### src/verilog/mips_pkg.sv
`default_nettype none

package mips_pkg;

   ////////////////////////////////////////////////////////////
   // Widths and memory sizes
   ////////////////////////////////////////////////////////////

   localparam int xlen       = 32;
   localparam int reg_addr_w = 5;

   // Both memories are word addressed
   localparam int pm_depth  = 64;
   localparam int pm_addr_w = 6;
   localparam int dm_depth  = 64;
   localparam int dm_addr_w = 6;

   // Primary opcodes, instr[31:26]
   localparam logic [5:0] op_rtype = 6'd0;
   localparam logic [5:0] op_addi  = 6'd8;
   localparam logic [5:0] op_lw    = 6'd35;
   localparam logic [5:0] op_sw    = 6'd43;
   localparam logic [5:0] op_beq   = 6'd4;
   localparam logic [5:0] op_halt  = 6'd21;

   // R-type function codes, instr[5:0]
   localparam logic [5:0] fn_add = 6'd32;
   localparam logic [5:0] fn_sub = 6'd34;
   localparam logic [5:0] fn_and = 6'd36;
   localparam logic [5:0] fn_or  = 6'd37;
   localparam logic [5:0] fn_slt = 6'd42;

   typedef logic [xlen-1:0]       word_t;
   typedef logic [xlen-1:0]       pc_t;
   typedef logic [reg_addr_w-1:0] reg_idx_t;

   typedef enum logic [2:0] {
      alu_add,
      alu_sub,
      alu_and,
      alu_or,
      alu_slt
   } alu_op_t;

   ////////////////////////////////////////////////////////////
   // Stage records
   ////////////////////////////////////////////////////////////

   typedef struct packed {
      logic    reg_write;
      logic    mem_to_reg;
      logic    mem_read;
      logic    mem_write;
      logic    alu_src;
      logic    reg_dst;
      alu_op_t alu_op;
      logic    halt;
   } ctrl_t;

   typedef struct packed {
      logic  valid;
      pc_t   pc;
      word_t instr;
   } if_id_t;

   // Decode back to fetch
   typedef struct packed {
      logic stall;
      logic taken;
      pc_t  target;
   } redirect_t;

   typedef struct packed {
      ctrl_t    ctrl;
      word_t    rs_val;
      word_t    rt_val;
      word_t    imm;
      reg_idx_t rs;
      reg_idx_t rt;
      reg_idx_t rd;
   } id_ex_t;

   typedef struct packed {
      ctrl_t    ctrl;
      word_t    alu_result;
      word_t    store_data;
      reg_idx_t dest;
   } ex_mem_t;

   // Register write from the last stage
   typedef struct packed {
      logic     reg_write;
      reg_idx_t dest;
      word_t    data;
      logic     halt;
   } wb_t;

endpackage

`default_nettype wire
### src/verilog/mips_memory.sv
`timescale 1ns/1ps
`default_nettype none

module mips_memory (
   input  wire                     clk,
   input  wire                     arst_n,
   input  wire                     enable,
   input  wire mips_pkg::ex_mem_t  ex_mem,
   output mips_pkg::wb_t           wb,
   output logic                    finished
);
   import mips_pkg::*;

   word_t                dmem [dm_depth];
   logic [dm_addr_w-1:0] dm_addr;
   word_t                load_data;

   // Word index from the low bits of the address
   assign dm_addr   = ex_mem.alu_result[dm_addr_w-1:0];
   assign load_data = dmem[dm_addr];

   always_ff @(posedge clk or negedge arst_n)
   begin
      if (!arst_n)
      begin
         for (int i = 0; i < dm_depth; i++)
            dmem[i] <= '0;
      end
      else if (enable && ex_mem.ctrl.mem_write)
         dmem[dm_addr] <= ex_mem.store_data;
   end

   ////////////////////////////////////////////////////////////
   // MEM/WB and completion
   ////////////////////////////////////////////////////////////

   always_ff @(posedge clk or negedge arst_n)
   begin
      if (!arst_n)
         wb <= '0;
      else if (enable)
         wb <= '{reg_write: ex_mem.ctrl.reg_write, dest: ex_mem.dest,
                 data: ex_mem.ctrl.mem_to_reg ? load_data : ex_mem.alu_result,
                 halt: ex_mem.ctrl.halt};
   end

   // Sticky once the halt bubble retires
   always_ff @(posedge clk or negedge arst_n)
   begin
      if (!arst_n)
         finished <= 1'b0;
      else if (enable && wb.halt)
         finished <= 1'b1;
   end

   ap_dm_addr_known: assert property (@(posedge clk) disable iff (!arst_n)
      (enable && (ex_mem.ctrl.mem_read || ex_mem.ctrl.mem_write))
      |-> !$isunknown(ex_mem.alu_result[dm_addr_w-1:0]));

endmodule

`default_nettype wire

### config.mk
export PLATFORM = sky130hd
export DESIGN_NAME = mips_memory
export DESIGN_NICKNAME = d
export VERILOG_FILES = /design/src/verilog/mips_pkg.sv /design/src/verilog/mips_memory.sv
export SDC_FILE = /design/constraint.sdc
export NUM_CORES = 2
export LEC_CHECK = 0
export BUFFER_PORTS_ARGS = -buffer_cell sky130_fd_sc_hd__buf_2
export CORE_UTILIZATION = 50
export DETAILED_ROUTE_END_ITERATION = 10
export PLACE_DENSITY_LB_ADDON = 0.25
export REMOVE_ABC_BUFFERS = 1
export SLEW_MARGIN = 20
export SYNTH_ARGS = -nofsm -noshare
export SYNTH_HDL_FRONTEND = slang
export SYNTH_SLANG_ARGS = --single-unit
### constraint.sdc
create_clock -name clk -period 1.95 [get_ports clk]
set_input_delay 0.195 -clock clk [delete_from_list [all_inputs] [get_ports clk]]
set_output_delay 0.195 -clock clk [all_outputs]
set_load 0.05 [all_outputs]
Word-level counts from Yosys, hierarchy flattened
Index checks and enable logic that the tools add are counted.
{"block": "totals", "out_inout_bits": 40, "word_cells": 82, "register_bits": 2088, "in_bits": 82}
{"block": "classes", "reduce_logical": 3, "magnitude_cmp": 2, "n_bitwise": 1, "muxes": 7}
{"operator": "bitwise mux 2048 bit", "count": 1}
{"operator": "binary-select mux 32 bit (select 6 bit)", "count": 1}
{"operator": "demux 32 bit (select 6 bit)", "count": 1}
{"operator": "2-to-1 mux 32 bit", "count": 4}
{"operator": "greater-or-equal comparator 7 bit, second input constant", "count": 1}
{"operator": "less-than comparator 7 x 1 -> 1 bit, second input constant", "count": 1}
{"operator": "inverter 6 -> 7 bit", "count": 1}
{"operator": "logical AND 1 bit", "count": 3}

Logic depth before layout (Yosys ltp)
{"block": "logic_depth", "word_depth": 6, "ltp_mapped": 11}

Worst setup path before layout
No wires, ideal clock.
{"block": "synth_timing", "path_type": "in2reg", "from": "input port ex_mem[38] (netlist name)", "to": "register wb[30] (netlist name)", "setup_ps": 126, "cell_stages": 9, "required_time_ps": 1824, "arrival_ps": 1835, "setup_slack_ps": -12, "cell_sequence": "buf_6 > buf_4 > buf_2 > mux2_2 > a221o_1 > a22oi_1 > o22ai_1 > nor4_1 > nor2_1"}
{"block": "synth_via", "elab_chain_cells": 5}
{"element": "start: declaration", "line_no": "mips_memory.sv:8", "rtl": "input wire mips_pkg::ex_mem_t ex_mem,"}
{"element": "inverter 6 -> 7 bit (implied by the code)", "line_no": "mips_memory.sv:20", "rtl": "assign load_data = dmem[dm_addr];"}
{"element": "binary-select mux 32 bit (select 6 bit)", "line_no": "mips_memory.sv:20"}
{"element": "2-to-1 mux 32 bit (implied by the code) (2 in a row)", "line_no": "mips_memory.sv:20"}
{"element": "2-to-1 mux 32 bit", "line_no": "mips_memory.sv:43", "rtl": "data: ex_mem.ctrl.mem_to_reg ? load_data : ex_mem.alu_result,"}
{"element": "end signal: assignment", "line_no": "mips_memory.sv:42", "rtl": "wb <= '{reg_write: ex_mem.ctrl.reg_write, dest: ex_mem.dest,"}
{"element": "end: declaration", "line_no": "mips_memory.sv:9", "rtl": "output mips_pkg::wb_t wb,"}
Every way passes these cells. The select of a mux whose other input is x is not followed.
A chain may end at the register's enable or synchronous reset.

Worst setup path after layout
{"block": "layout_timing", "from": "register dmem[739] (netlist name)", "to": "register wb[4] (netlist name)"}
{"block": "layout_via", "elab_chain_cells": 4}
{"element": "start: declaration", "line_no": "mips_memory.sv:14", "rtl": "word_t dmem [dm_depth];"}
{"element": "start signal: indexed assignment", "line_no": "mips_memory.sv:30", "rtl": "dmem[dm_addr] <= ex_mem.store_data;"}
{"element": "binary-select mux 32 bit (select 6 bit)", "line_no": "mips_memory.sv:20"}
{"element": "2-to-1 mux 32 bit (implied by the code) (2 in a row)", "line_no": "mips_memory.sv:20"}
{"element": "2-to-1 mux 32 bit", "line_no": "mips_memory.sv:43"}
Every way passes these cells. The select of a mux whose other input is x is not followed.

==> results_dict.tcl <==
set metrics [dict create \
    grt_overflow 0 \
    wl_per_cell_um 35.9 \
    crit_required_ps 2720 \
    synth_cell_types 79 \
    finish.utilization_pct 61.4 \
    antenna_left 0 \
    drc 0 \
    power.density_nw_per_um2 909 \
    seqCellArea_um2 52300 \
    clock_skew_ps 59.3 \
    failed_checks "negative setup slack" \
    status "finished with violations" \
    critical_path.max_stage_delay_ps 400 \
    rsz0062_at_grt "true" \
    synth_flop_cell "dfrtp_1" \
    relSlewSlack_pct 23.7 \
    maxCapViolations 0 \
    instances_no_fill 10048 \
    cts_buffers 216 \
    clock_path_buffers 3 \
    critical_path_class "reg -> reg" \
    syn_avg_cell_area_um2 14.1 \
    critPathSlowestCell "a221oi_4" \
    drv_slew 0 \
    gp_congestion 0.961 \
    die_w_um 439 \
    period_share_pct 113 \
    syn_area_um2 95400 \
    max-vdd-ir-drop_uv 863 \
    antenna_found_initial 17 \
    grt_pass1_vias 68486 \
    critPathArrivalTime_ps 2970 \
    io_pins 122 \
    start_util_pct 50.6 \
    hold_class "in -> reg" \
    clk_latency_ps 890 \
    grt_max_degree 124 \
    path_clk_slew_ps 60 \
    drive_above_1_share_pct 52.6 \
    portBuffers 115 \
    yosys_warnings 0 \
    cts_sinks 2088 \
    path_cells "mux2_4 > a221oi_4 > nor2_1 > o211ai_1 > buf_4 > a31oi_4 > or3_1" \
    via_per_inst 6.73 \
    num-nets-final 7446 \
    worstMarginPinSlew_ps 1140 \
    synth-async-reset-ratio_pct 100 \
    yosysSeqAreaShare_pct 54.8 \
    cp-end-kind "register" \
    finalCriticalPeriod_ps 2200 \
    timing_hold_violations_final 0 \
    routed_wl_um 361000 \
    startpoint_type "register" \
    fillers 14085 \
    coreArea_um2 189000 \
    yosys-top-cells-area "dfrtp_1, mux2_2, mux4_2" \
    place_inst 9594 \
    first_pass_iters 5 \
    hpwl_um 241000 \
    crit_fanout 2 \
    fmax_mhz 456 \
    yosys_register_bits 2088 \
    core.rowCount 159 \
    yosysTopAreaCell "dfrtp_1" \
    cts_max_level 4 \
    setup_viol 33 \
    cts_tree "built" \
    timing.final.ws_setup_ps -245 \
    grt.total_usage_pct 37.4 \
    synth_top_area_share_pct 54.8 \
    root_buffer "clkbuf_16" \
    leakagePower_nw 54.3 \
    multi_input_area_um2 41400 \
    synth_cells 6744 \
    dr_total_vias 67622 \
    die_area_um2 193000 \
    area_growth_pct 21.3 \
    layout_commonest_cell "mux2_2" \
    synth-edff-count 0 \
    die_y_um 439 \
    grt_pass1_wl_um 516000 \
    drt_iter0_drc 7678 \
    final_cell_mix "mux2_2, dfrtp_1, buf_4" \
]
-- report_power, final --
| group | leakage [nW] | internal (mW) | switching, mW |
|---|---|---|---|
| Combinational | 22.4 | 6.08 | 7.49 |
| Sequential | 28.3 | 46.9 | 2.00 |
| Clock | 3.62 | 24.4 | 18.3 |
-- per-layer routing --
layer	GRT usage, %	vias to the layer above	wire length [um]
met4	21.6	10	24900
met5	0	-	68
met3	10.2	1072	39700
li1	-	26432	-
met2	55.0	4107	158000
met1	50.0	36001	139000
-- logic make-up after synthesis --
group,count (synthesis),share of synthesized area [%]
buffers and inverters,727,3.81
flip-flops,2088,54.8
multiplexers,2576,31.9
AO/OA/AOI/OAI,987,7.69
AND/OR/NAND/NOR,366,1.80
-- sequential cells by signal (all words and copies together) (netlist names) --
| register | count |
|---|---|
| finished | 1 |
| wb | 39 |
| dmem | 2048 |
-- stage by stage --
stage          setup WS (ps)  total power [mW]  setup TNS (ps)  hold slack [ps]  cell area, um^2
2_1_floorplan          -3180              54.8        -2920030             -101            91800
5_1_grt                 -275               108           -2880             26.7           116000
3_3_place_gp           -1300              61.8        -1362020              152           106000
3_5_place_dp           -1300              62.4        -1384830              157           106000
4_1_cts                 -235               105           -1760             4.21           115000
6_report                -245               105           -2320             46.7           116000
-- final timing paths --
| kind | startpoint | endpoint | slack, ps | depth (start not counted) |
|---|---|---|---|---|
| max in group asynchronous | arst_n | dmem[1463] | 380 | 3 |
| max | dmem[739] | wb[4] | -250 | 7 |
| min | ex_mem[42] | wb[17] | 50 | 4 |
| min reg2reg | finished | finished | 450 | 1 |
| min in group asynchronous | arst_n | dmem[985] | 210 | 3 |
| max reg2reg | dmem[739] | wb[4] | -250 | 7 |
-- cell usage after synthesis, drive strengths merged, types with 18 or more instances --
cell / number
a211oi: 18
a21oi: 116
a221o: 45
a221oi: 244
a22o: 35
a22oi: 186
a31oi: 33
buf: 455
clkbuf: 266
dfrtp: 2088
mux2: 2288
mux2i: 143
mux4: 145
nand2: 92
nand3: 19
nor2: 175
o21ai: 87
o22ai: 115
o2bb2ai: 23
-- layout make-up --
class / count / area share (%)
diodes: 8 / 0.0173
clock buffers: 319 / 5.43
clock inverters: 80 / 0.940
inverters: 6 / 0.0303
multi-input cells: 3929 / 35.8
flip-flops and latches: 2088 / 45.1
well taps: 2495 / 2.70
repair buffers: 1123 / 9.99
-- timing repair --
| action | in CTS | in global routing |
|---|---|---|
| setup endpoints to repair | 276 | 74 |
| hold buffers | 52 | 0 |
| hold endpoints to repair | 2100 | 0 |
| gates resized for setup | 178 | 84 |
| pin swaps | 77 | 42 |
| gates cloned | 0 | 2 |
| buffers inserted | 5 | 8 |
-- critical path, delay by kind of cell (launching register included) --
family | cells | cell delay [ps]
flops | 1 | 370
compound gates | 3 | 780
buf+inv | 1 | 210
mux | 1 | 300
simple gates | 2 | 430
(Power assumes the default switching activity.)
