==> src/verilog/mips_pkg.sv <==
`default_nettype none

package mips_pkg;

   ////////////////////////////////////////////////////////////
   // Widths and memory sizes
   ////////////////////////////////////////////////////////////

   localparam int xlen       = 32;
   localparam int reg_addr_w = 5;

   // Both memories are word addressed
   localparam int pm_depth  = 64;
   localparam int pm_addr_w = 6;
   localparam int dm_depth  = 64;
   localparam int dm_addr_w = 6;

   // Primary opcodes, instr[31:26]
   localparam logic [5:0] op_rtype = 6'd0;
   localparam logic [5:0] op_addi  = 6'd8;
   localparam logic [5:0] op_lw    = 6'd35;
   localparam logic [5:0] op_sw    = 6'd43;
   localparam logic [5:0] op_beq   = 6'd4;
   localparam logic [5:0] op_halt  = 6'd21;

   // R-type function codes, instr[5:0]
   localparam logic [5:0] fn_add = 6'd32;
   localparam logic [5:0] fn_sub = 6'd34;
   localparam logic [5:0] fn_and = 6'd36;
   localparam logic [5:0] fn_or  = 6'd37;
   localparam logic [5:0] fn_slt = 6'd42;

   typedef logic [xlen-1:0]       word_t;
   typedef logic [xlen-1:0]       pc_t;
   typedef logic [reg_addr_w-1:0] reg_idx_t;

   typedef enum logic [2:0] {
      alu_add,
      alu_sub,
      alu_and,
      alu_or,
      alu_slt
   } alu_op_t;

   ////////////////////////////////////////////////////////////
   // Stage records
   ////////////////////////////////////////////////////////////

   typedef struct packed {
      logic    reg_write;
      logic    mem_to_reg;
      logic    mem_read;
      logic    mem_write;
      logic    alu_src;
      logic    reg_dst;
      alu_op_t alu_op;
      logic    halt;
   } ctrl_t;

   typedef struct packed {
      logic  valid;
      pc_t   pc;
      word_t instr;
   } if_id_t;

   // Decode back to fetch
   typedef struct packed {
      logic stall;
      logic taken;
      pc_t  target;
   } redirect_t;

   typedef struct packed {
      ctrl_t    ctrl;
      word_t    rs_val;
      word_t    rt_val;
      word_t    imm;
      reg_idx_t rs;
      reg_idx_t rt;
      reg_idx_t rd;
   } id_ex_t;

   typedef struct packed {
      ctrl_t    ctrl;
      word_t    alu_result;
      word_t    store_data;
      reg_idx_t dest;
   } ex_mem_t;

   // Register write from the last stage
   typedef struct packed {
      logic     reg_write;
      reg_idx_t dest;
      word_t    data;
      logic     halt;
   } wb_t;

endpackage

`default_nettype wire
==> src/verilog/mips_fetch.sv <==
`timescale 1ns/1ps
`default_nettype none

module mips_fetch (
   input  wire                            clk,
   input  wire                            arst_n,
   input  wire                            enable,
   input  wire                            load_req,
   input  wire [mips_pkg::pm_addr_w-1:0]  load_addr,
   input  wire mips_pkg::word_t           load_data,
   input  wire mips_pkg::redirect_t       redirect,
   output logic                           load_ack,
   output mips_pkg::if_id_t               if_id
);
   import mips_pkg::*;

   pc_t   pc;
   pc_t   pc_next;
   word_t pm [pm_depth];
   word_t instr;
   logic  fetch_halt;

   assign instr      = pm[pc[pm_addr_w-1:0]];
   assign fetch_halt = (instr[31:26] == op_halt);

   ////////////////////////////////////////////////////////////
   // Next PC
   ////////////////////////////////////////////////////////////

   // Branch wins over halt freeze and stall
   always_comb
   begin
      if (redirect.taken)
         pc_next = redirect.target;
      else if (redirect.stall || fetch_halt)
         pc_next = pc;
      else
         pc_next = pc + 1;
   end

   always_ff @(posedge clk or negedge arst_n)
   begin
      if (!arst_n)
         pc <= '0;
      else if (enable)
         pc <= pc_next;
   end

   ////////////////////////////////////////////////////////////
   // Program load, four-phase
   ////////////////////////////////////////////////////////////

   always_ff @(posedge clk or negedge arst_n)
   begin
      if (!arst_n)
         load_ack <= 1'b0;
      else if (load_req && !load_ack)
         load_ack <= 1'b1;
      else if (!load_req && load_ack)
         load_ack <= 1'b0;
   end

   // One write per request
   always_ff @(posedge clk)
   begin
      if (load_req && !load_ack)
         pm[load_addr] <= load_data;
   end

   // IF/ID, flushed by a taken beq and held on a stall
   always_ff @(posedge clk or negedge arst_n)
   begin
      if (!arst_n)
         if_id <= '0;
      else if (enable)
      begin
         if (redirect.taken)
            if_id <= '0;
         else if (!redirect.stall)
            if_id <= '{valid: 1'b1, pc: pc, instr: instr};
      end
   end

   // Host only loads while the core is idle
   ap_load_idle: assert property (@(posedge clk) disable iff (!arst_n)
      $rose(load_req) |-> !enable);

endmodule

`default_nettype wire

==> config.mk <==
export PLATFORM = sky130hd
export DESIGN_NAME = mips_fetch
export DESIGN_NICKNAME = d
export VERILOG_FILES = /design/src/verilog/mips_pkg.sv /design/src/verilog/mips_fetch.sv
export SDC_FILE = /design/constraint.sdc
export NUM_CORES = 2
export LEC_CHECK = 0
export BUFFER_PORTS_ARGS = -buffer_cell sky130_fd_sc_hd__buf_2
export CORE_ASPECT_RATIO = 1.4
export CORE_UTILIZATION = 55
export CTS_CLUSTER_DIAMETER = 200
export DETAILED_ROUTE_END_ITERATION = 10
export GPL_TIMING_DRIVEN = 0
export PLACE_DENSITY = 0.71
export SKIP_CTS_REPAIR_TIMING = 1
export SLEW_MARGIN = 40
export SYNTH_ARGS = -nofsm -noshare
export SYNTH_HDL_FRONTEND = slang
export SYNTH_SLANG_ARGS = --single-unit
==> constraint.sdc <==
create_clock -name clk -period 10.6 [get_ports clk]
set_input_delay 2.12 -clock clk [delete_from_list [all_inputs] [get_ports clk]]
set_output_delay 2.12 -clock clk [all_outputs]
set_load 0.02 [all_outputs]
== Word level (Yosys, flattened, before mapping) ==
Memory sizes are Yosys's and may differ from the RTL's.
Cells that the tools add are included.
Word-level totals
  register bits after elaboration: 98
  memory bits (writable): 2048
  bits of input ports: 76
  output and inout bits: 66
  logic and storage cells: 26
  memories: 1
Memory list
  pm: words 64, width 32, rd ports 1, clocked after memory_dff 0, write ports 1, line mips_fetch.sv:19  | word_t pm [pm_depth];
Operators by class
  add/subtract/negate cells: 1
  equal/unequal tests: 3
  multiplexer cells: 8
  reduce and logical (&&, ||, !) cells: 8
Operators with widths (count)
  $mux 65: 2
  $mux 32: 2
  $add 32x1->32 const B: 1
  $eq 6x5->1 const B: 1
  $mux 1: 4
  $ne 2x2->1 const B: 2
  $reduce_and 2->1: 2
  $logic_and 1x1->1: 2
  $logic_not 1->1: 2
  $reduce_bool 2->1: 1
  $logic_or 1x1->1: 1

== Longest topological paths before layout ==
An unclocked memory read counts as a cell.
  depth after elaboration: 5
  depth in mapped cells: 15
  gate-level depth less buffers: 9

== Worst setup path before layout ==
OpenSTA, ideal clock, no wires.
  path type: input-to-reg
  start: in load_req
  end: mem pm[48][0] (netlist bit), enable pin
  setup time: 461 ps
  arrival time: 4875 ps
  data required time: 10139 ps
  path slack: 5264 ps
  cell stages on the path: 4
  path buffers: 1
  path through: ha_1 > clkbuf_1 > nand4b_1 > nor3_1
Between the ends
  word-level cells in the longest chain between the ends: 3
RTL lines
  from (decl): line mips_fetch.sv:8  | input wire load_req,
  $logic_and 1x1->1: line mips_fetch.sv:66  | if (load_req && !load_ack)
  $mux 1: line mips_fetch.sv:66
  $mux 1 (implied by the code): line mips_fetch.sv:67  | pm[load_addr] <= load_data;
  to (decl): line mips_fetch.sv:19
No other way between the ends.

== Worst setup path after layout ==
  start: reg pc[1]
  end: reg if_id[10] (netlist bit)
Between the ends
  word-level cells in the longest chain between the ends: 3
RTL lines
  from (decl): line mips_fetch.sv:17  | pc_t pc;
  from (signal assigned): line mips_fetch.sv:46  | pc <= pc_next;
  $mem_v2 64x32
  $mux 65: line mips_fetch.sv:79  | else if (!redirect.stall)
  $mux 65: line mips_fetch.sv:77  | if (redirect.taken)
  to (signal assigned): line mips_fetch.sv:80  | if_id <= '{valid: 1'b1, pc: pc, instr: instr};
  to (decl): line mips_fetch.sv:13  | output mips_pkg::if_id_t if_id
No other way between the ends. The select of a mux whose other input is x is not followed.
A chain may end at the register's enable or synchronous reset.

==> qor.yml <==
outcome:
  status: "finished, final reports clean"
logic_synthesis:
  synth_adder_area_share: 0.0003025
  async_flop_share: 0.04567
  synthSimpleGateAreaFrac: 0.01713
  synth_compound_area_frac: 0.01710
  synth_top_area_frac: 0.7433
  syn_nets: 3632
  syn-instance-count: 3554
  synth_edf_count: 2048
  avgSynthCellArea_um2: 23.28
  ys_seq_elements: 2146
  synth_area_leaders: "edfxtp_1 (74%), mux4_2 (17%), dfrtp_1 (3.0%), mux2i_1 (0.52%), clkbuf_1 (0.47%)"
  synthDistinctLibCells: 68
  synth_top_family_by_area: "multiplexers"
  ys.flop_type: "edfxtp_1"
  synth_seq_area_share: 0.7730
  yosysWarnings: 0
  yosysTopAreaCell: "edfxtp_1"
  synth_area_um2: 82730
  synth-xor-area-share: 0
  synthMuxAreaShare: 0.1793
clock_tree:
  cts_root_buf: "clkbuf_16"
  clkLatencyLatePin_ns: 0.84
  cts_buffers: 185
  cts_buffer_depth: 3
  cts_tree: "done"
  htree_levels: 4
  clk_pin_slew_ns: 0.07
  cts_sinks: 2146
timing:
  fin_crit_sh: 0.4982
  worstMarginPinSlew_ns: 0.9335
  tns_ns: 0
  post-route-min-period_ns: 5.280
  drv_slew: 0
  setup_viol: 0
  rsz0062_at_grt: "false"
  relSlewSlack: 0.3759
  hold_viol: 0
  skew_ns: 0.02749
  max_freq_mhz: 189.4
global_route:
  grt_pass1_wl_um: 324000
  antenna_found_initial: 17
  grt_use_total: 0.3165
  grt_max_degree: 65
  grt_pass1_vias: 41630
  grt_overflow: 0
detailed_routing:
  drcViolationCount: 0
  drt_iter0_markers: 5301
  wirelength_um: 235800
  post_drt_wl_per_cell_um: 38.44
  drtPass1Iterations: 8
  ant_nets: 0
  vias: 41760
  vias_per_cell: 6.807
final_layout:
  fin_nets: 4100
  drive_above_1_share: 0.3367
  syn_to_final_growth_pct: 15.13
  fin_cells: 6135
floorplanning:
  die_w_um: 329.8
  core_region_area_um2: 149500
  rows: 168
  dieArea_um2: 152000
  fp.dieH_um: 460.9
  num_io_pins: 142
  start_util: 0.5536
setup_path:
  startpoint_type: "flop"
  r2r_slack_ns: 5.32
  path_class: "flop to flop"
  worst_setup_path_end_kind: "flop"
  cp_data_arrival_time_ns: 5.99
  critical_path.max_fanout: 10
  worstPathRequired_ns: 11.31
power:
  p_per_area_nw_per_um2: 210.6
  ir_drop_v: 0.0001987
  p_leak_nw: 30.26
placed_design:
  placed_cells: 5788
  dp_hpwl_um: 162500
  gp_congestion: 0.9696
  port_buffers: 135
flow_run:
  maxCapViolCount: 0
hold_path:
  min_path_type: "flop to flop"
## cell usage after synthesis (all sizes together), types with 3 or more instances
| library cell | n |
|---|---|
| clkbuf | 103 |
| nor3 | 23 |
| mux4 | 628 |
| o21ai | 32 |
| a211o | 6 |
| o211ai | 5 |
| and3 | 8 |
| or3 | 3 |
| nor2 | 92 |
| nor4 | 9 |
| mux2 | 23 |
| a221oi | 3 |
| o221ai | 8 |
| buf | 96 |
| edfxtp | 2048 |
| nand3 | 27 |
| a222oi | 5 |
| o22a | 4 |
| o22ai | 9 |
| nand3b | 3 |
| inv | 18 |
| o31ai | 16 |
| a31oi | 8 |
| and2 | 11 |
| mux2i | 43 |
| nand4 | 9 |
| o32ai | 4 |
| a211oi | 7 |
| nand2 | 91 |
| dfrtp | 98 |
| a22o | 30 |
| o2111ai | 5 |
| o311ai | 5 |
| a21o | 8 |
| nor2b | 13 |
| nand2b | 7 |
| a21oi | 13 |
| a22oi | 6 |
## per-stage QoR
stage	hold slack, ns	setup WS (ns)	area (um2)	util	total power, mW
after global routing	0.4978	5.390	95230	0.6372	20.46
final	0.4729	5.320	95250	0.6373	20.06
after detailed placement	0.4655	5.408	89180	0.5967	13.39
after CTS	0.4801	5.310	95190	0.6369	20.08
after global placement	0.4558	1.483	85860	0.5745	13.33
after floorplan	0.4820	5.264	82730	-	11.75
## state kept, by name, indices dropped and copies added (netlist names)
| name | flops |
|---|---|
| if_id | 65 |
| load_ack | 1 |
| pc | 32 |
| pm | 2048 |
## final timing paths
| check | startpoint | to | cells after the start |
|---|---|---|---|
| max in group asynchronous | arst_n | if_id[5] | 2 |
| worst min-delay path | if_id[49] | if_id[49] | 2 |
| min in group asynchronous | arst_n | if_id[60] | 1 |
| worst max register to register | pc[1] | if_id[10] | 11 |
| worst min register to register | if_id[49] | if_id[49] | 2 |
| worst max-delay path | pc[1] | if_id[10] | 11 |
## cell usage in the layout (no fill, tap or decap), drive strengths merged, types with 5 or more instances in the layout
cell type and count:
bufinv 17, nand4 9, edfxtp 2048, o2111ai 5, clkinvlp 10, nand3 27
o31ai 16, o221ai 8, mux2 23, and2 11, a21o 8, diode 10
a21oi 13, dfrtp 98, o311ai 5, nor2b 13, nand2 91, mux4 628
mux2i 43, nor3 23, a211o 6, a22oi 6, o211ai 5, a211oi 7
clkinv 64, a22o 30, inv 22, o21ai 32, clkbuf 345, a222oi 5
and3 8, nand2b 7, buf 377, nor2 92, nor4 9, o22ai 9
a31oi 8
## critical path, stage by stage (launching register included)
cell      delay [ns]
dfrtp_1         0.37
buf_4           0.28
buf_4           0.34
buf_4           0.30
buf_4           0.26
buf_2           0.53
clkbuf_2        0.51
buf_1           0.74
mux4_2          0.43
mux4_2          0.63
mux4_2          0.51
a22o_1          0.22
## cell families (layout without fill, tap and decap cells)
group,count (synthesis),in the layout
fa+ha+maj,2,2
other cells,0,10
simple gates,304,304
buf+inv,219,835
flops,2146,2146
compound gates,189,189
mux,694,694
## per-layer routing
| metal | GRT usage | routed length (um) |
|---|---|---|
| met2 | 0.5264 | 118900 |
| met5 | 0 | 86 |
| met3 | 0.06251 | 21700 |
| met1 | 0.3776 | 76830 |
| met4 | 0.2056 | 18330 |
## power by group
part | leakage, nW | switching (mW) | total [mW] | internal, mW
clock | 2.92 | 3.02 | 6.80 | 3.78
combinational | 7.68 | 2.28 | 3.75 | 1.46
sequential | 19.7 | 0.110 | 9.52 | 9.41
## layout make-up
type | instances | area [um2]
Fill cell | 9541 | 54200
Multi-Input combinational cell | 1189 | 18200
Sequential cell | 2146 | 63950
Timing Repair Buffer | 281 | 3453
Inverter | 20 | 75.07
Clock inverter | 93 | 944.7
Buffer | 199 | 1084
Tap cell | 1955 | 2446
Clock buffer | 242 | 5070
Antenna cell | 10 | 25.02
(Power assumes the default switching activity.)
