`src/verilog/mips_pkg.sv`:
```
`default_nettype none

package mips_pkg;

   ////////////////////////////////////////////////////////////
   // Widths and memory sizes
   ////////////////////////////////////////////////////////////

   localparam int xlen       = 32;
   localparam int reg_addr_w = 5;

   // Both memories are word addressed
   localparam int pm_depth  = 64;
   localparam int pm_addr_w = 6;
   localparam int dm_depth  = 64;
   localparam int dm_addr_w = 6;

   // Primary opcodes, instr[31:26]
   localparam logic [5:0] op_rtype = 6'd0;
   localparam logic [5:0] op_addi  = 6'd8;
   localparam logic [5:0] op_lw    = 6'd35;
   localparam logic [5:0] op_sw    = 6'd43;
   localparam logic [5:0] op_beq   = 6'd4;
   localparam logic [5:0] op_halt  = 6'd21;

   // R-type function codes, instr[5:0]
   localparam logic [5:0] fn_add = 6'd32;
   localparam logic [5:0] fn_sub = 6'd34;
   localparam logic [5:0] fn_and = 6'd36;
   localparam logic [5:0] fn_or  = 6'd37;
   localparam logic [5:0] fn_slt = 6'd42;

   typedef logic [xlen-1:0]       word_t;
   typedef logic [xlen-1:0]       pc_t;
   typedef logic [reg_addr_w-1:0] reg_idx_t;

   typedef enum logic [2:0] {
      alu_add,
      alu_sub,
      alu_and,
      alu_or,
      alu_slt
   } alu_op_t;

   ////////////////////////////////////////////////////////////
   // Stage records
   ////////////////////////////////////////////////////////////

   typedef struct packed {
      logic    reg_write;
      logic    mem_to_reg;
      logic    mem_read;
      logic    mem_write;
      logic    alu_src;
      logic    reg_dst;
      alu_op_t alu_op;
      logic    halt;
   } ctrl_t;

   typedef struct packed {
      logic  valid;
      pc_t   pc;
      word_t instr;
   } if_id_t;

   // Decode back to fetch
   typedef struct packed {
      logic stall;
      logic taken;
      pc_t  target;
   } redirect_t;

   typedef struct packed {
      ctrl_t    ctrl;
      word_t    rs_val;
      word_t    rt_val;
      word_t    imm;
      reg_idx_t rs;
      reg_idx_t rt;
      reg_idx_t rd;
   } id_ex_t;

   typedef struct packed {
      ctrl_t    ctrl;
      word_t    alu_result;
      word_t    store_data;
      reg_idx_t dest;
   } ex_mem_t;

   // Register write from the last stage
   typedef struct packed {
      logic     reg_write;
      reg_idx_t dest;
      word_t    data;
      logic     halt;
   } wb_t;

endpackage

`default_nettype wire
```
`src/verilog/mips_execute.sv`:
```
`timescale 1ns/1ps
`default_nettype none

module mips_execute (
   input  wire                     clk,
   input  wire                     arst_n,
   input  wire                     enable,
   input  wire mips_pkg::id_ex_t   id_ex,
   input  wire mips_pkg::wb_t      wb,
   output mips_pkg::ex_mem_t       ex_mem
);
   import mips_pkg::*;

   word_t    op_a;
   word_t    fwd_b;
   word_t    op_b;
   word_t    alu_result;
   reg_idx_t dest;

   ////////////////////////////////////////////////////////////
   // Forwarding
   ////////////////////////////////////////////////////////////

   // EX/MEM is younger, so it overrides writeback
   function automatic word_t forward(input reg_idx_t src, input word_t reg_val);
      word_t val;
      val = reg_val;
      if (wb.reg_write && wb.dest != '0 && wb.dest == src)
         val = wb.data;
      if (ex_mem.ctrl.reg_write && ex_mem.dest != '0 && ex_mem.dest == src)
         val = ex_mem.alu_result;
      return val;
   endfunction

   always_comb
   begin
      op_a  = forward(id_ex.rs, id_ex.rs_val);
      fwd_b = forward(id_ex.rt, id_ex.rt_val);
   end

   assign op_b = id_ex.ctrl.alu_src ? id_ex.imm : fwd_b;

   ////////////////////////////////////////////////////////////
   // ALU
   ////////////////////////////////////////////////////////////

   always_comb
   begin
      case (id_ex.ctrl.alu_op)
         alu_add: alu_result = op_a + op_b;
         alu_sub: alu_result = op_a - op_b;
         alu_and: alu_result = op_a & op_b;
         alu_or:  alu_result = op_a | op_b;
         // signed compare
         alu_slt: alu_result = ($signed(op_a) < $signed(op_b)) ? word_t'(1) : '0;
         default: alu_result = '0;
      endcase
   end

   // R-type writes rd, I-type writes rt
   assign dest = id_ex.ctrl.reg_dst ? id_ex.rd : id_ex.rt;

   always_ff @(posedge clk or negedge arst_n)
   begin
      if (!arst_n)
         ex_mem <= '0;
      else if (enable)
         ex_mem <= '{ctrl: id_ex.ctrl, alu_result: alu_result, store_data: fwd_b,
                     dest: dest};
   end

endmodule

`default_nettype wire

```
`config.mk`:
```
export PLATFORM = sky130hd
export DESIGN_NAME = mips_execute
export DESIGN_NICKNAME = d
export VERILOG_FILES = /design/src/verilog/mips_pkg.sv /design/src/verilog/mips_execute.sv
export SDC_FILE = /design/constraint.sdc
export NUM_CORES = 1
export LEC_CHECK = 0
export BUFFER_PORTS_ARGS = -buffer_cell sky130_fd_sc_hd__buf_2
export CAP_MARGIN = 20
export CELL_PAD_IN_SITES_DETAIL_PLACEMENT = 1
export CELL_PAD_IN_SITES_GLOBAL_PLACEMENT = 1
export CORE_MARGIN = 3
export CORE_UTILIZATION = 30
export CTS_CLUSTER_SIZE = 16
export DETAILED_ROUTE_END_ITERATION = 8
export PLACE_DENSITY_LB_ADDON = 0.1
export SYNTH_ARGS = -nofsm -noshare
export SYNTH_HDL_FRONTEND = slang
export SYNTH_SLANG_ARGS = --single-unit
```
`constraint.sdc`:
```
create_clock -name clk -period 5 [get_ports clk]
set_clock_uncertainty 0.2 [all_clocks]
set_input_delay 0.25 -clock clk [delete_from_list [all_inputs] [get_ports clk]]
set_output_delay 0.25 -clock clk [all_outputs]
set_load 0.02 [all_outputs]
```
# Yosys cells after proc, flatten, opt, wreduce, memory -nomap -nowiden
# Cells that the tools add are included.
word_totals:
  inputBits: 163
  out_inout_bits: 79
  word_cells: 41
  reg_bits: 79
classes:
  mux: 8
  bitwise_logic: 2
  order_cmp: 1
  reduce_logical: 9
  addsub: 2
  eq_ne: 8
ops:
  columns: ["operator", "n"]
  rows:
  - ["2-to-1 mux 32 bit", 5]
  - ["case mux 32 bit (5 select lines)", 1]
  - ["adder 32 bit", 1]
  - ["bitwise AND 32 bit", 1]
  - ["< comparator 32 bit", 1]
  - ["bitwise OR 32 bit", 1]
  - ["subtractor 32 bit", 1]
  - ["== test 5 bit", 4]
  - ["nonzero test 5 bit", 2]
  - ["== test 3 x 2 -> 1 bit (second input constant)", 2]
  - ["logical AND 1 bit", 6]
  - ["2-to-1 mux 5 bit", 1]
  - ["== test 3 x 1 -> 1 bit (second input constant)", 1]
  - ["== test 3 bit (second input constant)", 1]
  - ["logical NOT 3 bit", 1]
  - ["2-to-1 mux 1 bit", 1]

# Longest topological paths before layout
logic_depth:
  ltp_word: 9
  ltp_mapped: 19

# Worst setup path after synthesis
# OpenSTA, ideal clock, no wires.
synth_path:
  path_kind: "reg2reg"
  from: "register ex_mem[2] in the netlist's numbering"
  to: "register ex_mem[65] in the netlist's numbering"
  setup_time_ns: 0.138
  n_path_buf: 1
  path_stages_with_launch: 19
  setup_slack_ns: 0.315
  t_arrival_ns: 4.347
  path_cell_list: "dfrtp_1 > or4_1 > o21ai_1 > nor4_1 > clkbuf_1 > o21ai_0 > inv_1 > ha_1 > inv_1 > fa_1 > nor2b_2 > nor3_1 > o41ai_2 > a41oi_1 > o21a_1 > nor4_1 > or2_2 > a2111oi_0 > a21oi_1"
synth_via:
  elab_chain_cells: 7
  word_cells_on_any_way: 14
synth_rtl:
  columns: ["item", "line_no", "source"]
  rows:
  - ["start, declared", "mips_execute.sv:10", "output mips_pkg::ex_mem_t ex_mem"]
  - ["start signal, assigned", "mips_execute.sv:68", "ex_mem <= '{ctrl: id_ex.ctrl, alu_result: alu_result, store_data: fwd_b,"]
  - ["nonzero test 5 bit", "mips_execute.sv:30", "if (ex_mem.ctrl.reg_write && ex_mem.dest != '0 && ex_mem.dest == src)"]
  - ["logical AND 1 bit (2 in a row)", "mips_execute.sv:30", null]
  - ["2-to-1 mux 32 bit", "mips_execute.sv:30", null]
  - ["2-to-1 mux 32 bit", "mips_execute.sv:41", "assign op_b = id_ex.ctrl.alu_src ? id_ex.imm : fwd_b;"]
  - ["subtractor 32 bit (tied with other cells)", "mips_execute.sv:51", "alu_sub: alu_result = op_a - op_b;"]
  - ["case mux 32 bit (5 select lines) *", "mips_execute.sv:49", "case (id_ex.ctrl.alu_op)"]
# Mark *: on every way between the ends. The rest lies on a longest branch, timed or not.
# A chain may end at the register's enable or synchronous reset.

# Worst setup path in the final report
layout_path:
  from: "register ex_mem[3] in the netlist's numbering"
  to: "register ex_mem[63] in the netlist's numbering"
# The elaborated chain is that of the path after synthesis.

==> reports/qor.yml <==
worstSetupPathType: "reg -> reg"
use_met1: 0.3032
fin_crit_ns: 4.899
viasPerCell: 5.241
top_register: "ex_mem"
grt_setup_unrepaired: "yes"
gr-max-usage-layer: "met2"
postSynthCellCount: 1240
fin_nets: 1824
yosysSeqAreaShare: 0.2007
grt_overflow: 0
cp-end-kind: "flop"
synth_area_leaders: "dfrtp_1 20%, ha_1 13%, mux2i_1 8.1%, mux2_2 7.9%, a21oi_1 4.5%"
drtPass1Iterations: 5
synth_flop_cell: "dfrtp_1"
antenna_left: 0
syn_avg_cell_area_um2: 7.943
top_regs: "ex_mem x79"
cp_max_fo: 18
die_area_mm2: 0.03504
synth-seq-cells: 79
remaining_drc_errors: 0
largest_reg_flops: 79
coreArea_mm2: 0.03196
drt_iter0_markers: 434
vias: 10450
grt_antenna_before_repair: 0
max_freq_mhz: 204.1
whs_path_depth: 3
cts_buffer_depth: 2
drive_above_1_share: 0.3303
dp.final_hpwl_um: 31360
io_buffers: 240
p_leak_nw: 5.924
synth_top_area_frac: 0.2007
p_per_area_mw_per_mm2: 249.0
cp_common_cell: "mux2i_1"
final_common_cell: "buf_2"
r2r_cells: 18
pre_cts_ws_ns: -0.1535
initial_core_util: 0.3082
num_io_pins: 242
grt_pass1_vias: 11090
grt_usage: 0.2229
fillers: 3918
avgRoutedWirePerCell_um: 20.12
final_cell_mix: "238 x buf_2, 129 x buf_4, 104 x nand2_1"
hold_class: "in -> reg"
setup_viol: 0
tightest_slew_ns: 0.9527
slew_violations: 0
clkTransAtPathRegs_ns: 0.07
antenna_cells: 0
outcome: "finished clean"
synth_cell_types: 69
cts_buffers: 9
slew_headroom: 0.3649
rows: 65
syn_to_final_growth_pct: 31.30
root_buffer: "clkbuf_16"
maxCapViolations: 0
worstSetupStartpointType: "flop"
hold_viol_final: 0
grt_max_degree: 51
peakVddDrop_mv: 0.1739
insertion_delay_ns: 0.38
fin_util: 0.4046
critPathSlowestCell: "or4_4"
die_h_um: 187.2
grt_use_met2: 0.3782
grt_pass1_wl_um: 62880
reg2reg_setup_slack_ns: 0.10
finalWorstSetupSlack_ns: 0.1009
worstHoldStart: "id_ex[3]"
synth_top_area_cell: "dfrtp_1"
path_cells: "or4_4, o21ai_4, nor4_4, buf_4, buf_12, nand2_1, o21ai_1, mux2_2, ha_1, nor2b_2, nor3_1, o41ai_2, a41oi_2, o21a_2, o41ai_1, mux2i_1, mux2i_1, a211oi_1"
arrival_ns: 4.97
die_x_um: 187.2
clkSinkCount: 79
r2r-end: "ex_mem[63]$_DFFE_PN0P_"
crit_required_ns: 5.07
synth_area_mm2: 0.009849
cts_tree: "built"
htreeDepth: 3
ys_warn_count: 0
period_share: 0.9798
slowest_delay_ns: 0.52
grtUsageMet3: 0.03092
wirelength_um: 40110
synth_edf_count: 0
r2r-start: "ex_mem[3]$_DFFE_PN0P_"
syn_nets: 1510
async_reset_ff_frac: 1.000
gp_congestion: 0.8773
hold-path-endpoint: "ex_mem[3]$_DFFE_PN0P_"
-- synthesized netlist by cell type, types with 14 or more instances --
cell type    n
a21o_1      19
xnor2_1     33
mux2i_1     80
buf_2       18
dfrtp_1     79
o22ai_1     15
nor2_1      92
ha_1       105
mux2_2      69
nor3_1      18
nand2_1    104
a21oi_1     88
nor2b_1     15
inv_1       99
clkbuf_1    53
nand3_1     19
nand2b_1    18
o221ai_1    14
o21ai_0     74
o21ai_1     39
-- worst max path at each step --
stage                                      from                endpoint  slack [ns]  cells past startpoint
after floorplan           ex_mem[2]$_DFFE_PN0P_  ex_mem[65]$_DFFE_PN0P_        0.31                     18
after global placement                   wb[37]  ex_mem[65]$_DFFE_PN0P_        -0.1                     20
after detailed placement                 wb[37]  ex_mem[60]$_DFFE_PN0P_       -0.15                     21
after CTS                 ex_mem[2]$_DFFE_PN0P_  ex_mem[67]$_DFFE_PN0P_       0.007                     19
after global routing      ex_mem[3]$_DFFE_PN0P_  ex_mem[63]$_DFFE_PN0P_       -0.08                     18
final                     ex_mem[3]$_DFFE_PN0P_  ex_mem[63]$_DFFE_PN0P_        0.10                     18
-- critical path: cells and delay by family (launching register included) --
kind / cells / cell delay, ns
AOI/OAI and AO/OA: 7 / 1.92
adders and majority gates: 1 / 0.38
buffers and inverters: 2 / 0.32
DFF: 1 / 0.44
muxes: 3 / 0.68
and+or+nand+nor: 5 / 0.85
-- what timing repair did --
action                                  CTS  global route
endpoints found under the hold margin    41             0
setup buffers                             0             5
resized for setup                         2            39
pin swaps                                 1             7
endpoints found under the setup margin    5            16
cloned                                    0             0
hold buffers                              6             0
-- final cells by class --
type | count | area (µm²) | share of cell area
Tap cell | 435 | 544.3 | 0.04209
Timing Repair Buffer | 379 | 2313 | 0.1789
Clock inverter | 7 | 97.59 | 0.007546
Sequential cell | 79 | 1978 | 0.1530
Inverter | 106 | 397.9 | 0.03077
Multi-Input combinational cell | 979 | 7376 | 0.5703
Clock buffer | 9 | 225.2 | 0.01741
-- routing by layer --
metal,vias to the layer above,wire (µm)
met4,0,431
met3,25,1483
met5,-,0
met1,5167,19080
met2,222,19120
li1,5037,-
-- logic make-up (layout without fill, tap and decap cells) --
family | after synthesis | count (layout) | synth area share
fa+ha+maj | 107 | 107 | 0.1374
flops | 79 | 79 | 0.2007
compound gates | 363 | 363 | 0.2407
buf+inv | 182 | 501 | 0.07165
mux | 149 | 149 | 0.1602
xor+xnor | 46 | 46 | 0.04090
simple gates | 314 | 314 | 0.1484
-- report_power, final --
part           internal [W]  switching [W]  leakage, nW  total (W)
Combinational      0.000689       0.000957         4.81    0.00165
Sequential         0.000721      0.0000710        0.967   0.000792
Clock              0.000440       0.000342        0.152   0.000781
Total               0.00185        0.00137         5.92    0.00322
-- metrics by stage --
| step | cells | hold WS (ns) | power [W] | setup TNS, ns | cell area, µm² |
|---|---|---|---|---|---|
| finish | 1994 | 0.01653 | 0.003220 | 0 | 12930 |
| global route | 1994 | 0.04734 | 0.003438 | -0.1370 | 12930 |
| CTS | 1989 | 0.01004 | 0.003204 | 0 | 12720 |
| detailed placement | 1967 | 0.07903 | 0.002393 | -0.8721 | 12330 |
| global placement | 1967 | 0.07526 | 0.002372 | -0.5790 | 12330 |
| floorplan | 1240 | -0.2456 | 0.001753 | 0 | 9849 |
Power figures use the tool's default switching activity.
